--- config.mk ---
export PLATFORM = sky130hd
export DESIGN_NAME = fetch_seq
export DESIGN_NICKNAME = d
export VERILOG_FILES = /design/src/icache_pkg.sv /design/src/fetch_seq.sv
export SDC_FILE = /design/constraint.sdc
export NUM_CORES = 1
export LEC_CHECK = 0
export ABC_AREA = 1
export BUFFER_PORTS_ARGS = -buffer_cell sky130_fd_sc_hd__buf_4
export CORE_ASPECT_RATIO = 1.75
export CORE_UTILIZATION = 40
export DETAILED_ROUTE_END_ITERATION = 7
export GPL_ROUTABILITY_DRIVEN = 1
export PLACE_DENSITY = 0.69
export SLEW_MARGIN = 20
export SYNTH_ARGS = -nofsm -noshare
export SYNTH_HDL_FRONTEND = slang
export SYNTH_SLANG_ARGS = --single-unit
--- constraint.sdc ---
create_clock -name clk -period 1.7 [get_ports clk]
set_input_delay 0 -clock clk [delete_from_list [all_inputs] [get_ports clk]]
set_output_delay 0 -clock clk [all_outputs]
set_load 0.005 [all_outputs]
--- src/icache_pkg.sv ---
`default_nettype none

package icache_pkg;

    // cache geometry
    localparam int addr_width     = 64;
    localparam int data_width     = 64;                  // one AXI beat
    localparam int inst_width     = 32;
    localparam int word_bytes_log = 3;                   // 8 bytes per word
    localparam int line_words_log = 3;                   // 8 words per line
    localparam int sets_log       = 8;                   // 256 sets
    localparam int id_width       = 13;

    localparam int line_words = 1 << line_words_log;
    localparam int sets       = 1 << sets_log;
    localparam int index_lsb  = word_bytes_log + line_words_log;   // bit 6
    localparam int tag_lsb    = index_lsb + sets_log;              // bit 14
    localparam int tag_width  = addr_width - tag_lsb;              // 50 bits
    localparam int inst_bytes = inst_width / 8;                    // pc step

    // address fields and data words
    typedef logic [addr_width-1:0]     addr_t;
    typedef logic [data_width-1:0]     word_t;
    typedef logic [inst_width-1:0]     inst_t;
    typedef logic [sets_log-1:0]       index_t;
    typedef logic [line_words_log-1:0] offset_t;
    typedef logic [tag_width-1:0]      tag_t;
    typedef logic [id_width-1:0]       axi_id_t;

    // fixed AR fields of a line refill
    localparam logic [7:0] burst_len    = 8'd7;          // 8 beats
    localparam logic [2:0] burst_size   = 3'd3;          // 8 bytes per beat
    localparam logic [1:0] burst_wrap   = 2'd2;          // critical word first
    localparam logic [2:0] arprot_inst  = 3'd6;          // instruction, non-secure
    localparam logic [3:0] arcache_none = 4'd0;

    typedef enum logic [1:0] {
        idle,
        addr,                                            // AR handshake pending
        data                                             // beats streaming in
    } refill_state_t;

    // one delivered instruction
    typedef struct packed {
        addr_t pc;
        inst_t inst;
    } fetch_out_t;

endpackage

`default_nettype wire
--- src/fetch_seq.sv ---
`timescale 1ns/1ns
`default_nettype none

module fetch_seq (
    input  wire logic                 clk,
    input  wire logic                 reset,

    // redirect from outside, single-cycle pulse
    input  wire logic                 redirect,
    input  wire icache_pkg::addr_t    redirect_pc,

    // cache lookup
    output icache_pkg::addr_t         lookup_pc,
    input  wire logic                 hit,
    input  wire icache_pkg::inst_t    hit_inst,

    // delivered instructions
    output logic                      fetch_valid,
    output icache_pkg::fetch_out_t    fetch_out
);
    import icache_pkg::*;

    addr_t pc;
    logic  deliver;

    // a lookup in the redirect cycle belongs to the old stream
    assign deliver   = hit && !redirect;
    assign lookup_pc = pc;

    always_ff @(posedge clk) begin
        if (reset) begin
            pc          <= '0;
            fetch_valid <= 1'b0;
        end else begin
            fetch_valid <= deliver;
            if (redirect) begin
                pc <= redirect_pc;
            end else if (hit) begin
                pc <= pc + addr_t'(inst_bytes);          // next sequential instruction
            end
        end
    end

    // payload follows the strobe
    always_ff @(posedge clk) begin
        if (deliver) begin
            fetch_out.pc   <= pc;
            fetch_out.inst <= hit_inst;
        end
    end

endmodule

`default_nettype wire

==> flow_summary_export.csv <==
group,metric,value,unit
global_route,grt_pass1_vias,8176,
timing,fin_crit_sh,97.26,%
place,placement.io_buffers,260,
die,ios,261,
timing,grt_setup_unrepaired,"yes",
final_layout,syn2layout_area_growth,73.41,%
final_layout,nets,1464,
timing,fin_crit,1.653,ns
timing,setup_violations,0,
die,die-height,182.4,um
timing,drv_slew,0,
setup_path,crit_top_cell,"nand2_1",
drt,wire_per_inst,17.90,um
place,gp_congestion,0.9602,
cts,h-tree-depth,4,
setup_path,cp_max_fo,4,
cts,clk_pin_slew_worst_paths,0.07,ns
setup_path,cp_num_buf_inv,1,
hold_path,holdCritPathClass,"input port to flop",
logic_synthesis,synth_top_family_by_area,"simple AND/OR/NAND/NOR gates",
pwr,power,10.16,mW
logic_synthesis,synth_warnings,0,
setup_path,cp_slowest_stage_delay,0.37,ns
logic_synthesis,synth.top_cell.area_share,38.77,%
cts,root_buffer,"clkbuf_16",
setup_path,reg2reg_depth,11,
cts,cts.sinks,161,
logic_synthesis,synthTopCellsByArea,"edfxtp_1, dfxtp_1, nand2_1",
setup_path,cp_top_family,"simple AND/OR/NAND/NOR gates",
die,die_w,105.1,um
global_route,grt_max_degree,39,
pwr,power_density,788.1,nW/um2
timing,timing.slew.headroom,68.53,%
logic_synthesis,synthArstFlopShare,0,%
die,row_count,65,
global_route,grt-ovfl-total,0,
place,hpwl,20810,um
final_layout,layout_common_cells,"buf_4, nand2_1, dlygate4sd3_1",
cts,cts_buffers,17,
drt,drc_errors,0,
hold_path,min_to,"fetch_valid$_SDFF_PP0_",
timing,fin_skew,0.009139,ns
cts,cts_tree,"yes",
drt,ant_nets,0,
timing,fmax,604.8,MHz
outcome,status,"complete, no violations",
drt,firstDrtPassIters,5,
setup_path,crit_slowest_cell,"dfxtp_2",
logic_synthesis,synthAdderAreaFrac,0.1683,%
logic_synthesis,synth.largest_area_cell,"edfxtp_1",
drt,vias,8105,
logic_synthesis,avgSynthCellArea,8.716,um2
die,dieArea,19160,um2
logic_synthesis,ys_seq_elements,161,
logic_synthesis,synth_nets,954,
drt,highest_layer,"met4",
setup_path,critPathLaunchType,"flop",
logic_synthesis,ys.flop_type,"edfxtp_1",
timing,final_hold_viol_count,0,
final_layout,drive_above_1_share,43.02,%
die,core_area,18140,um2
hold_path,whs_path_depth,2,
die,start_util,40.99,%
logic_synthesis,synth-xor-area-share,3.416,%
setup_path,worst-r2r-setup-slack,0.05,ns
setup_path,cp.required,2.00,ns
setup_path,worst_r2r_endpoint,"lookup_pc[52]$_SDFFE_PP0N_",
logic_synthesis,synth_cell_type_count,26,
pwr,ir_drop,0.5533,mV
final_layout,finish.utilization,71.09,%
hold_path,hp-start,"reset",
setup_path,path_cells,"ha_4 > nand2_4 > nor2_4 > nand3_4 > nor2_4 > buf_6 > nand3_2 > nand2_1 > nand2_1 > nand2_1 > a21oi_1",
drt,wl,28840,um
place,place_inst,1472,
drt,vias_per_cell,5.031,
drt,wl_met2,16480,um
setup_path,r2r-start,"lookup_pc[2]$_SDFFE_PP0N_",
final_layout,mostFrequentLayoutCell,"buf_4",
logic_synthesis,synth_edf_count,96,
final_layout,fin_cells,1611,
pwr,total_leakage_power,5.317,nW
setup_path,critPathArrivalTime,1.95,ns
logic_synthesis,yosysSeqAreaShare,56.28,%
logic_synthesis,synth.cell_area,7435,um2
drt,drt-met1-wl,10010,um
drt,wl_met3,1064,um
global_route,grtUsageTotal,29.81,%
timing,tightest_slew,0.4721,ns
logic_synthesis,muxShareOfSynthArea,0,%
logic_synthesis,synth_compound_area_share,10.42,%
drt,drtIter0Drc,503,
global_route,grt_pass1_wl,43020,um
flow_run,cap_violations,0,
logic_synthesis,yosys.area_share.simple,25.80,%
global_route,antenna_found_initial,0,
cts,clk_path_buf_depth,2,
setup_path,critical_path_class,"flop to flop",
logic_synthesis,synth_cells,853,
setup_path,end_kind,"flop",
cts,clk_latency,0.44,ns
## state kept, by name (all words and copies together), names as in the netlist
name,flops
fetch_out,96
fetch_valid,1
lookup_pc,64
## metrics by stage
stage / cell area, um2 / hold WS [ns] / setup WS [ns] / setup TNS [ns]
after floorplan: 7435 / 0.09887 / 0.06956 / 0
after global placement: 10790 / 0.1782 / -0.05708 / -0.1925
after detailed placement: 10790 / 0.1792 / -0.07428 / -0.3459
after CTS: 12490 / 0.005564 / 0.0003244 / 0
after global routing: 12890 / 0.03016 / -0.03460 / -0.2495
final: 12890 / 0.02018 / 0.04665 / 0
## worst register-to-register path, stage by stage, from the launching register on
cell and delay [ns]:
dfxtp_2 0.37, ha_4 0.17, nand2_4 0.06, nor2_4 0.17
nand3_4 0.11, nor2_4 0.23, buf_6 0.14, nand3_2 0.05
nand2_1 0.06, nand2_1 0.05, nand2_1 0.05, a21oi_1 0.06
## worst max-delay path by stage
stage          cells after the start                    endpoint                  startpoint
2_1_floorplan                      5      fetch_out[0]$_DFFE_PP_                    redirect
3_3_place_gp                      10  lookup_pc[56]$_SDFFE_PP0N_   lookup_pc[2]$_SDFFE_PP0N_
3_5_place_dp                      10  lookup_pc[56]$_SDFFE_PP0N_   lookup_pc[3]$_SDFFE_PP0N_
4_1_cts                           11  lookup_pc[55]$_SDFFE_PP0N_  lookup_pc[29]$_SDFFE_PP0N_
5_1_grt                           11  lookup_pc[52]$_SDFFE_PP0N_   lookup_pc[2]$_SDFFE_PP0N_
6_report                          11  lookup_pc[52]$_SDFFE_PP0N_   lookup_pc[2]$_SDFFE_PP0N_
## report_power, final
group          internal, mW  leakage, nW  switching (mW)
sequential             4.38         1.46           0.143
clock                  2.55        0.309            1.64
combinational         0.833         3.55           0.622
total                  7.76         5.32            2.41
## cell usage after synthesis (all sizes together), types with 7 or more instances
cell type and count:
edfxtp 96, nor2 136, nand4 15, xnor2 20
a21oi 48, inv 48, nand2 279, o21ai 20
xor2 9, dfxtp 65, buf 7, a22oi 47
a31oi 13, clkbuf 19, nand3 27
## timing repair
action                                  CTS  global route
gates resized for setup                  20           128
hold buffers                             98             0
pin swaps                                 3            29
buffers inserted                          2             6
gates cloned                              0             0
endpoints found under the setup margin   19            43
endpoints found under the hold margin    96             0
## routing by layer
metal | vias to the layer above | track usage [%]
li1 | 3904 | -
met1 | 3837 | 29.86
met2 | 287 | 58.54
met3 | 77 | 3.821
met4 | 0 | 15.94
met5 | - | 0
## cell families after synthesis
family | Yosys count
buffers and inverters | 74
adder cells (fa/ha/maj) | 1
AO/OA/AOI/OAI | 128
flip-flops | 161
XOR/XNOR | 29
AND/OR/NAND/NOR | 460
## layout make-up
type / instances / area (um2)
sequential: 161 / 4227
clock inverter: 12 / 180.2
tap: 234 / 292.8
timing repair buffer: 517 / 4220
inverter: 48 / 185.2
fill: 1407 / 5244
multi-input combinational: 618 / 3328
clock buffer: 20 / 456.7
antenna: 1 / 2.502
Note: power is estimated with default switching activity, not from simulation.
