<file path="config.mk">
export PLATFORM = sky130hd
export DESIGN_NAME = icache_refill
export DESIGN_NICKNAME = d
export VERILOG_FILES = /design/src/icache_pkg.sv /design/src/icache_refill.sv
export SDC_FILE = /design/constraint.sdc
export NUM_CORES = 1
export LEC_CHECK = 0
export ABC_AREA = 1
export ABC_CLOCK_PERIOD_IN_PS = 2300
export BUFFER_PORTS_ARGS = -buffer_cell sky130_fd_sc_hd__buf_2
export CAP_MARGIN = 20
export CORE_AREA = 4 4 149 151
export CTS_CLUSTER_SIZE = 20
export DETAILED_ROUTE_END_ITERATION = 12
export DIE_AREA = 0 0 153 155
export GPL_ROUTABILITY_DRIVEN = 0
export PLACE_DENSITY_LB_ADDON = 0.2
export SYNTH_ARGS = -nofsm -noshare
export SYNTH_HDL_FRONTEND = slang
export SYNTH_SLANG_ARGS = --single-unit
</file>
<file path="constraint.sdc">
create_clock -name clk -period 2.3 [get_ports clk]
set_clock_uncertainty 0.05 [all_clocks]
set_input_delay 0.46 -clock clk [delete_from_list [all_inputs] [get_ports clk]]
set_output_delay 0.46 -clock clk [all_outputs]
set_load 0.03 [all_outputs]
</file>
<file path="src/icache_pkg.sv">
`default_nettype none

package icache_pkg;

    // cache geometry
    localparam int addr_width     = 64;
    localparam int data_width     = 64;                  // one AXI beat
    localparam int inst_width     = 32;
    localparam int word_bytes_log = 3;                   // 8 bytes per word
    localparam int line_words_log = 3;                   // 8 words per line
    localparam int sets_log       = 8;                   // 256 sets
    localparam int id_width       = 13;

    localparam int line_words = 1 << line_words_log;
    localparam int sets       = 1 << sets_log;
    localparam int index_lsb  = word_bytes_log + line_words_log;   // bit 6
    localparam int tag_lsb    = index_lsb + sets_log;              // bit 14
    localparam int tag_width  = addr_width - tag_lsb;              // 50 bits
    localparam int inst_bytes = inst_width / 8;                    // pc step

    // address fields and data words
    typedef logic [addr_width-1:0]     addr_t;
    typedef logic [data_width-1:0]     word_t;
    typedef logic [inst_width-1:0]     inst_t;
    typedef logic [sets_log-1:0]       index_t;
    typedef logic [line_words_log-1:0] offset_t;
    typedef logic [tag_width-1:0]      tag_t;
    typedef logic [id_width-1:0]       axi_id_t;

    // fixed AR fields of a line refill
    localparam logic [7:0] burst_len    = 8'd7;          // 8 beats
    localparam logic [2:0] burst_size   = 3'd3;          // 8 bytes per beat
    localparam logic [1:0] burst_wrap   = 2'd2;          // critical word first
    localparam logic [2:0] arprot_inst  = 3'd6;          // instruction, non-secure
    localparam logic [3:0] arcache_none = 4'd0;

    typedef enum logic [1:0] {
        idle,
        addr,                                            // AR handshake pending
        data                                             // beats streaming in
    } refill_state_t;

    // one delivered instruction
    typedef struct packed {
        addr_t pc;
        inst_t inst;
    } fetch_out_t;

endpackage

`default_nettype wire
</file>
<file path="src/icache_refill.sv">
`timescale 1ns/1ns
`default_nettype none

module icache_refill (
    input  wire logic                 clk,
    input  wire logic                 reset,

    // miss detection
    input  wire icache_pkg::addr_t    lookup_pc,
    input  wire logic                 hit,

    // writes into the store
    output logic                      tag_wr,
    output icache_pkg::index_t        tag_wr_index,
    output icache_pkg::tag_t          tag_wr_tag,
    output logic                      data_wr,
    output icache_pkg::index_t        data_wr_index,
    output icache_pkg::offset_t       data_wr_offset,
    output icache_pkg::word_t         data_wr_word,
    output logic                      line_done,
    output icache_pkg::index_t        line_done_index,

    // AXI read address channel
    output icache_pkg::axi_id_t       arid,
    output icache_pkg::addr_t         araddr,
    output logic [7:0]                arlen,
    output logic [2:0]                arsize,
    output logic [1:0]                arburst,
    output logic                      arlock,
    output logic [3:0]                arcache,
    output logic [2:0]                arprot,
    output logic                      arvalid,
    input  wire logic                 arready,

    // AXI read data channel
    input  wire icache_pkg::axi_id_t  rid,
    input  wire icache_pkg::word_t    rdata,
    input  wire logic [1:0]           rresp,
    input  wire logic                 rlast,
    input  wire logic                 rvalid,
    output logic                      rready
);
    import icache_pkg::*;

    refill_state_t state;
    addr_t         miss_pc;                              // word aligned
    offset_t       fill_offset;                          // wraps with the burst
    index_t        miss_index;
    offset_t       start_offset;
    logic          miss;

    assign miss         = (state == idle) && !hit;
    assign miss_index   = miss_pc[tag_lsb-1:index_lsb];
    assign start_offset = miss_pc[index_lsb-1:word_bytes_log];

    always_ff @(posedge clk) begin
        if (reset) begin
            state <= idle;
        end else begin
            case (state)
                idle: if (miss) state <= addr;
                addr: if (arready) state <= data;        // arvalid is high here
                data: if (rvalid && rlast) state <= idle;
                default: state <= idle;
            endcase
        end
    end

    always_ff @(posedge clk) begin
        if (miss) begin
            miss_pc     <= {lookup_pc[addr_width-1:word_bytes_log], {word_bytes_log{1'b0}}};
            fill_offset <= lookup_pc[index_lsb-1:word_bytes_log];
        end else if (data_wr) begin
            fill_offset <= fill_offset + offset_t'(1);
        end
    end

    // store side
    assign tag_wr          = (state == addr);            // tag plus invalidate
    assign tag_wr_index    = miss_index;
    assign tag_wr_tag      = miss_pc[addr_width-1:tag_lsb];
    assign data_wr         = (state == data) && rvalid;
    assign data_wr_index   = miss_index;
    assign data_wr_offset  = fill_offset;
    assign data_wr_word    = rdata;
    assign line_done       = data_wr && rlast;
    assign line_done_index = miss_index;

    // AXI side, fixed burst shape
    assign arid    = '0;
    assign araddr  = miss_pc;
    assign arlen   = burst_len;
    assign arsize  = burst_size;
    assign arburst = burst_wrap;
    assign arlock  = 1'b0;
    assign arcache = arcache_none;
    assign arprot  = arprot_inst;
    assign arvalid = (state == addr);
    assign rready  = (state == data);

    a_rid_zero: assert property (
        @(posedge clk) disable iff (reset)
        (rvalid && rready) |-> (rid == '0)
    );

    // instruction memory is not expected to answer with an error
    a_rresp_okay: assert property (
        @(posedge clk) disable iff (reset)
        (rvalid && rready) |-> (rresp == 2'b00)
    );

    // eighth beat is the one whose offset wraps back to the start
    a_rlast_eighth: assert property (
        @(posedge clk) disable iff (reset)
        (rvalid && rready) |-> (rlast == (offset_t'(fill_offset + offset_t'(1)) == start_offset))
    );

    a_arvalid_hold: assert property (
        @(posedge clk) disable iff (reset)
        (arvalid && !arready) |=> arvalid
    );

endmodule

`default_nettype wire

</file>
==> impl_metrics.tcl, run 1 <==
set metrics [dict create \
    status "completed" \
    dieArea_um2 23700 \
    drtIter0Drc 61 \
    mostFrequentLayoutCells "buf_2, edfxtp_1, conb_1" \
    yosysUniqueCellTypes 15 \
    relSlewSlack_pct 66.2 \
    p_seq_share_pct 39.8 \
    met1_usage_pct 6.62 \
    clock_path_buffers 2 \
    cts_post_setup_buffers_inserted 0 \
    die_h_um 155 \
    fill_cells 2309 \
    layout_commonest_cell "buf_2" \
    vias 1886 \
    worst_ir_drop_vdd_mv 0.327 \
    drive_above_1_share_pct 62.9 \
    clock_sinks 66 \
    grtUsageMet3_pct 2.78 \
    antenna_found_initial 0 \
    fp-row-count 53 \
    clock.fmax_ghz 0.592 \
    port_buffers 209 \
    antenna_left 0 \
    crit_arrival_ns 1.18 \
    finalNetCount 509 \
    power_frac_comb_pct 19.8 \
    max_stage_delay_ns 0.35 \
    grt_use_met2_pct 11.3 \
    p_int_mw 2.55 \
    htreeDepth 3 \
    insertion_delay_ns 0.33 \
    avgSynthCellArea_um2 12.4 \
    min_period_ns 1.69 \
    path_clk_slew_ns 0.06 \
    fin_crit_sh_pct 73.4 \
    coreArea_um2 20800 \
    start_util_pct 16.5 \
    cts_tree "done" \
    worstPathRequired_ns 1.79 \
    ctsHoldBuffers 0 \
    hp-class "input port to flip-flop" \
    gr-total-overflow 0 \
    grt_usage_pct 6.55 \
    final_area_um2 3980 \
    post-dp-hpwl_um 6570 \
    critical_path.startpoint_type "flip-flop" \
    dieWidth_um 153 \
    hold_slack_ns 0.244 \
    ios 393 \
    placed_area_um2 3660 \
    grt-busiest-layer "met2" \
    yosys_register_bits 66 \
    cp_slowest_cell "dfxtp_1" \
    numPlacedInstances 623 \
    endpoint_kind "output pin" \
    fin_setup_tns_ns 0 \
    yosysWarnings 0 \
    worst-setup-path-type "flip-flop to output pin" \
    worst-path-max-fanout 4 \
    netlist_area_um2 3440 \
    crit_chain "inv_1 > nand2_1 > nor2_1 > buf_2" \
    wl_per_cell_um 13.0 \
    cellPowerDensity_nw_per_um2 935 \
    rr_startpoint "state[1]" \
    rsz0062_at_grt "false" \
    slew_violations 0 \
    crit_buf_inv 2 \
    p_clk_share_pct 40.4 \
    syn_to_final_growth_pct 15.5 \
    synth_top_area_share_pct 55.8 \
    final_cells 639 \
    power.leakage_nw 1.84 \
    vias_per_cell 2.95 \
    setup_viol 0 \
    finalHoldViolCount 0 \
    switching_share_pct 31.4 \
    maxCapViolations 0 \
    synth_top_cells_by_area "edfxtp_1, buf_4, nand2_1" \
    firstDrtPassIters 4 \
    n_antenna_cell 0 \
    worst_pin_slew_ns 0.501 \
    hold_start "reset" \
    yosysTopAreaCell "edfxtp_1" \
    drc 0 \
    p_switching_mw 1.17 \
    yosysSeqAreaShare_pct 57.0 \
    critPathTopFamily "flip-flops" \
    dp_slack_ns 0.641 \
    cts_buffers 9 \
    cts_root_buffer "clkbuf_16" \
    grt_pass1_wl_um 11500 \
    grt_start_max_net_pins 38 \
    grt_pass1_vias 1860 \
    postSynthCellCount 278 \
    post_cts_resized 0 \
    worst_slack_ns 0.611 \
    startpoint "state[0]" \
    wl_um 8280 \
]
## synthesized netlist by cell type
| cell | n |
|---|---|
| a21oi_1 | 2 |
| nand3_1 | 2 |
| nand2_1 | 12 |
| nor2_1 | 5 |
| inv_2 | 1 |
| edfxtp_1 | 64 |
| o21ai_0 | 1 |
| conb_1 | 2 |
| dfxtp_1 | 2 |
| ha_1 | 1 |
| nor2_2 | 1 |
| nand3b_1 | 1 |
| buf_4 | 176 |
| nand2_2 | 1 |
| inv_1 | 7 |
## stage by stage
step / power (mW) / util (%)
2_1_floorplan: 2.37 / -
3_3_place_gp: 2.25 / 17.6
3_5_place_dp: 2.25 / 17.6
4_1_cts: 3.82 / 19.1
5_1_grt: 3.90 / 19.1
6_report: 3.72 / 19.1
## final timing paths
check | to | slack, ns | depth (start not counted)
max | data_wr | 0.61 | 4
max reg2reg | araddr[39] | 0.79 | 4
min reg2reg | state[1] | 0.49 | 2
min | state[1] | 0.24 | 2
## sequential cells by signal, indices dropped and copies added (netlist names)
register and count:
araddr 61, data_wr_offset 3, state 2
## layer usage
| metal | share of wire (%) | vias up |
|---|---|---|
| met3 | 10 | 21 |
| met4 | 2.5 | 0 |
| met2 | 51 | 163 |
| li1 | - | 854 |
| met1 | 36 | 848 |
| met5 | 0 | - |
## logic make-up (layout without fill, tap and decap cells)
family / Yosys count / after routing / share of synthesized area [%]
AO/OA/AOI/OAI: 3 / 3 / 0.436
adder cells (fa/ha/maj): 1 / 1 / 0.363
buffers and inverters: 184 / 235 / 39.3
flip-flops: 66 / 66 / 57.0
other: 2 / 37 / 0.218
AND/OR/NAND/NOR: 22 / 22 / 2.73
## layout make-up
| cell class | instances | area (µm²) | area share (%) |
|---|---|---|---|
| sequential | 66 | 1960 | 49.4 |
| clock inverter | 6 | 88.8 | 2.23 |
| tap | 275 | 344 | 8.66 |
| inverter | 8 | 30.0 | 0.755 |
| clock buffer | 10 | 229 | 5.76 |
| timing repair buffer | 211 | 1060 | 26.7 |
| multi-input combinational | 63 | 260 | 6.55 |
## power groups by stage
stage | Sequential [mW] | Clock, mW | Combinational [mW]
after global placement | 1.50 | 0 | 0.748
after detailed placement | 1.51 | 0 | 0.746
after floorplan | 1.66 | 0 | 0.704
after CTS | 1.48 | 1.59 | 0.746
final | 1.48 | 1.50 | 0.736
after global routing | 1.49 | 1.64 | 0.776
(Power assumes the default switching activity.)
==> run 2: changes to the inputs <==
--- a/config.mk
+++ b/config.mk
@@ -6,7 +6,7 @@
 export NUM_CORES = 1
 export LEC_CHECK = 0
 export ABC_AREA = 1
-export ABC_CLOCK_PERIOD_IN_PS = 2300
+export ABC_CLOCK_PERIOD_IN_PS = 1700
 export BUFFER_PORTS_ARGS = -buffer_cell sky130_fd_sc_hd__buf_2
 export CAP_MARGIN = 20
 export CORE_AREA = 4 4 149 151
==> constraint.sdc (replaced) <==
create_clock -name clk -period 1.7 [get_ports clk]
set_clock_uncertainty 0.05 [all_clocks]
set_input_delay 0.34 -clock clk [delete_from_list [all_inputs] [get_ports clk]]
set_output_delay 0.34 -clock clk [all_outputs]
set_load 0.03 [all_outputs]
==> run 2 against run 1 <==
Effect of this change: largest cell class unchanged; wire length is 1.4% lower; highest routed layer unchanged; cell area is 0.66% higher; flip-flop and latch count stayed put; critical endpoint unchanged.
==> impl_metrics.tcl, run 2 (same netlist as run 1, synthesis figures left out) <==
set metrics [dict create \
    hold_end "state[0]" \
    clock_sinks 66 \
    start_util_pct 16.5 \
    rr_startpoint "state[1]" \
    p_int_mw 3.46 \
    vias 1911 \
    p_clk_share_pct 40.3 \
    die_h_um 155 \
    rr_worst_depth 2 \
    finalNetCount 509 \
    power_frac_comb_pct 20.0 \
    ctsHoldBuffers 0 \
    largest_reg_flops 61 \
    firstDrtPassIters 4 \
    status "completed" \
    final_area_um2 4000 \
    p_switching_mw 1.58 \
    hold_start "reset" \
    insertion_delay_ns 0.34 \
    grt_pass1_wl_um 11600 \
    final_cells 639 \
    setup_viol 0 \
    grt_start_max_net_pins 41 \
    wl_per_cell_um 12.8 \
    reg2reg_slack_ns 0.33 \
    clock.fmax_ghz 0.638 \
    gr-total-overflow 0 \
    fin_crit_sh_pct 92.2 \
    r2r-end "data_wr_offset[2]" \
    drtIter0Drc 67 \
    worstPathRequired_ns 1.31 \
    cts_buffers 9 \
    n_antenna_cell 0 \
    hold_slack_ns 0.123 \
    ios 393 \
    cts_tree "done" \
    switching_share_pct 31.3 \
    mostFrequentLayoutCells "buf_2, edfxtp_1, conb_1" \
    wl_um 8160 \
    numPlacedInstances 623 \
    port_buffers 209 \
    coreArea_um2 20800 \
    grt_usage_pct 6.56 \
    antenna_found_initial 0 \
    p_seq_share_pct 39.7 \
    post_cts_resized 0 \
    layout_commonest_cell "buf_2" \
    rsz0062_at_grt "false" \
    min_period_ns 1.57 \
    syn_to_final_growth_pct 16.2 \
    worst_ir_drop_vdd_mv 0.402 \
    placed_area_um2 3680 \
    cts_root_buffer "clkbuf_16" \
    grt_pass1_vias 1883 \
    fp-row-count 53 \
    worst-setup-path-type "flip-flop to output pin" \
    clock_path_buffers 2 \
    post-dp-hpwl_um 6460 \
    drc 0 \
    worst-path-max-fanout 5 \
    path_clk_slew_ns 0.07 \
    htreeDepth 3 \
    drive_above_1_share_pct 62.9 \
    hold_path_depth 2 \
    vias_per_cell 2.99 \
    maxCapViolations 0 \
    cellPowerDensity_nw_per_um2 1260 \
    dieArea_um2 23700 \
    endpoint_kind "output pin" \
    power.leakage_nw 1.85 \
    slew_violations 0 \
    antenna_left 0 \
    fin_setup_tns_ns 0 \
    critical_path.startpoint_type "flip-flop" \
    cts_post_setup_buffers_inserted 0 \
    crit_arrival_ns 1.18 \
    dieWidth_um 153 \
    finalHoldViolCount 0 \
    hp-class "input port to flip-flop" \
]
-- run 2: stage by stage --
step	total power, mW	utilization, %	setup slack, ns
5_1_grt	5.30	19.2	0.00418
6_report	5.04	19.2	0.132
3_5_place_dp	3.06	17.7	0.341
3_3_place_gp	3.06	17.7	0.344
4_1_cts	5.17	19.2	0.0942
2_1_floorplan	3.20	-	0.0361
-- run 2: worst max-delay path: stages (launching register included) --
cell and delay (ns):
dfxtp_1 0.41, nand2_1 0.13, nor2_1 0.10, buf_2 0.20
-- run 2: power by group through the flow --
stage                     registers, mW  clock network, mW  logic (mW)
after global placement             2.03                  0        1.03
after CTS                          2.00               2.14        1.02
after floorplan                    2.25                  0       0.953
after global routing               2.02               2.22        1.06
after detailed placement           2.04                  0        1.02
final                              2.00               2.03        1.01
-- run 2: how the worst max path moves through the flow --
stage	start	slack (ns)	depth (start not counted)	endpoint
floorplan	state[1]	0.04	3	araddr[10]
detailed placement	state[1]	0.34	2	data_wr_offset[0]
global route	state[0]	0.004	4	line_done
CTS	state[0]	0.09	4	data_wr
finish	state[1]	0.13	3	data_wr
global placement	hit	0.34	5	araddr[6]
-- run 2: cell type report --
cell class,count,area [µm²]
inverters,8,30.0
well taps,275,344
clock inverters,6,90.1
multi-input cells,63,260
flip-flops and latches,66,1960
clock buffers,10,229
fillers,2298,16800
repair buffers,211,1090
-- run 2: per-layer routing --
layer  routed length (µm)  GRT usage [%]  share of wire, %  vias up
li1                     -              -                 -      853
met1                 2860           6.56                35      870
met3                  866           2.92                11       21
met2                 4240           11.4                52      167
met4                  197           3.69               2.4        0
met5                    0              0                 0        -
==> run 3: changes to the inputs <==
--- a/config.mk
+++ b/config.mk
@@ -10,6 +10,7 @@
 export BUFFER_PORTS_ARGS = -buffer_cell sky130_fd_sc_hd__buf_2
 export CAP_MARGIN = 20
 export CORE_AREA = 4 4 149 151
+export CTS_BUF_LIST = sky130_fd_sc_hd__clkbuf_16
 export CTS_CLUSTER_SIZE = 20
 export DETAILED_ROUTE_END_ITERATION = 12
 export DIE_AREA = 0 0 153 155
==> run 3 against run 2 <==
Effect of this change: sequential share of layout area did not move; cell count did not move; setup slack did not move; die area did not move; global-route usage did not move; flip-flop and latch count did not move; fmax did not move; non-clock buffer count did not move; first-iteration DRC count did not move; sequential power barely moved.
==> impl_metrics.tcl, run 3 (same netlist as run 1, synthesis figures left out) <==
set metrics [dict create \
    status "completed" \
    start_util_pct 16.5 \
    finalNetCount 509 \
    slew_violations 0 \
    worst-path-max-fanout 5 \
    worst_ir_drop_vdd_mv 0.403 \
    grt_pass1_vias 1883 \
    crit_chain "nand2_1 > nor2_1 > buf_2" \
    vias_per_cell 2.99 \
    clock_sinks 66 \
    ios 393 \
    worstPathRequired_ns 1.31 \
    grt_usage_pct 6.56 \
    drc 0 \
    critical_path.startpoint_type "flip-flop" \
    dieArea_um2 23700 \
    max_stage_delay_ns 0.41 \
    firstDrtPassIters 4 \
    routed-wl-met3_um 866 \
    endpoint_kind "output pin" \
    cellPowerDensity_nw_per_um2 1260 \
    post-dp-hpwl_um 6460 \
    finalHoldViolCount 0 \
    fin_crit_sh_pct 92.2 \
    cts_buffers 9 \
    dp_slack_ns 0.341 \
    worst_slack_ns 0.132 \
    antenna_left 0 \
    die_h_um 155 \
    fin_setup_tns_ns 0 \
    dieWidth_um 153 \
    antenna_found_initial 0 \
    rsz0062_at_grt "false" \
    htreeDepth 3 \
    grt_pass1_wl_um 11600 \
    setup_viol 0 \
    dr_wl_met2_um 4240 \
    layout_commonest_cell "buf_2" \
    clock.fmax_ghz 0.638 \
    gr-total-overflow 0 \
    drive_above_1_share_pct 62.9 \
    maxCapViolations 0 \
    total_power_mw 5.03 \
    cp_slowest_cell "dfxtp_1" \
    min_period_ns 1.57 \
    wl_met1_um 2860 \
    power.leakage_nw 1.86 \
    port_buffers 209 \
    clock_path_buffers 2 \
    crit_arrival_ns 1.18 \
    wl_um 8170 \
    top_layer_used "met4" \
    drtIter0Drc 67 \
    insertion_delay_ns 0.34 \
    cts_tree "done" \
    fp-row-count 53 \
    cts_post_setup_buffers_inserted 0 \
    syn_to_final_growth_pct 16.2 \
    wl_per_cell_um 12.8 \
    grt_start_max_net_pins 41 \
    path_clk_slew_ns 0.07 \
    worst-setup-path-type "flip-flop to output pin" \
    cts_root_buffer "clkbuf_16" \
    n_antenna_cell 0 \
    mostFrequentLayoutCells "buf_2, edfxtp_1, conb_1" \
    coreArea_um2 20800 \
    ctsHoldBuffers 0 \
    largest_reg_flops 61 \
    vias 1911 \
    hp-class "input port to flip-flop" \
    post_cts_resized 0 \
]
-- run 3: cell types whose count changed in the layout (fill, tap and decap cells not counted) --
cell      change
clkbuf_1      -1
inv_1         +1
-- run 3: path summary, 6_finish.rpt --
kind,to,depth (start not counted),startpoint,slack (ns)
max,data_wr,3,state[1],0.13
min,state[0],2,reset,0.12
max reg2reg,data_wr_offset[2],2,state[1],0.33
min reg2reg,state[1],2,state[0],0.49
-- run 3: routing by layer --
layer | GRT usage [%] | vias to the layer above
li1 | - | 853
met1 | 6.56 | 870
met2 | 11.4 | 167
met3 | 2.92 | 21
met4 | 3.69 | 0
met5 | 0 | -
-- run 3: layout make-up --
cell class,instances,area (µm²)
fillers,2298,16800
flip-flops and latches,66,1960
repair buffers,211,1090
well taps,275,344
multi-input cells,63,260
clock buffers,9,225
clock inverters,7,93.8
inverters,8,30.0
-- run 3: critical path: cells and delay by family (launching register included) --
family / cells / cell delay, ns
buffers and inverters: 1 / 0.20
AND/OR/NAND/NOR: 2 / 0.23
flip-flops: 1 / 0.41
-- run 3: power by group --
group	switching, mW	internal, mW	total, mW	leakage, nW
registers	0.0657	1.94	2.00	0.629
logic	0.771	0.238	1.01	1.07
clock network	0.739	1.28	2.02	0.157
total	1.58	3.46	5.03	1.86
-- run 3: through the flow --
step | cell area (µm²) | utilization, % | hold WS, ns | cells
detailed placement | 3680 | 17.7 | 0.468 | 623
finish | 4000 | 19.2 | 0.123 | 639
floorplan | 3570 | - | 0.359 | 313
global route | 4000 | 19.2 | 0.0944 | 639
CTS | 4000 | 19.2 | 0.0927 | 639
global placement | 3680 | 17.7 | 0.457 | 623
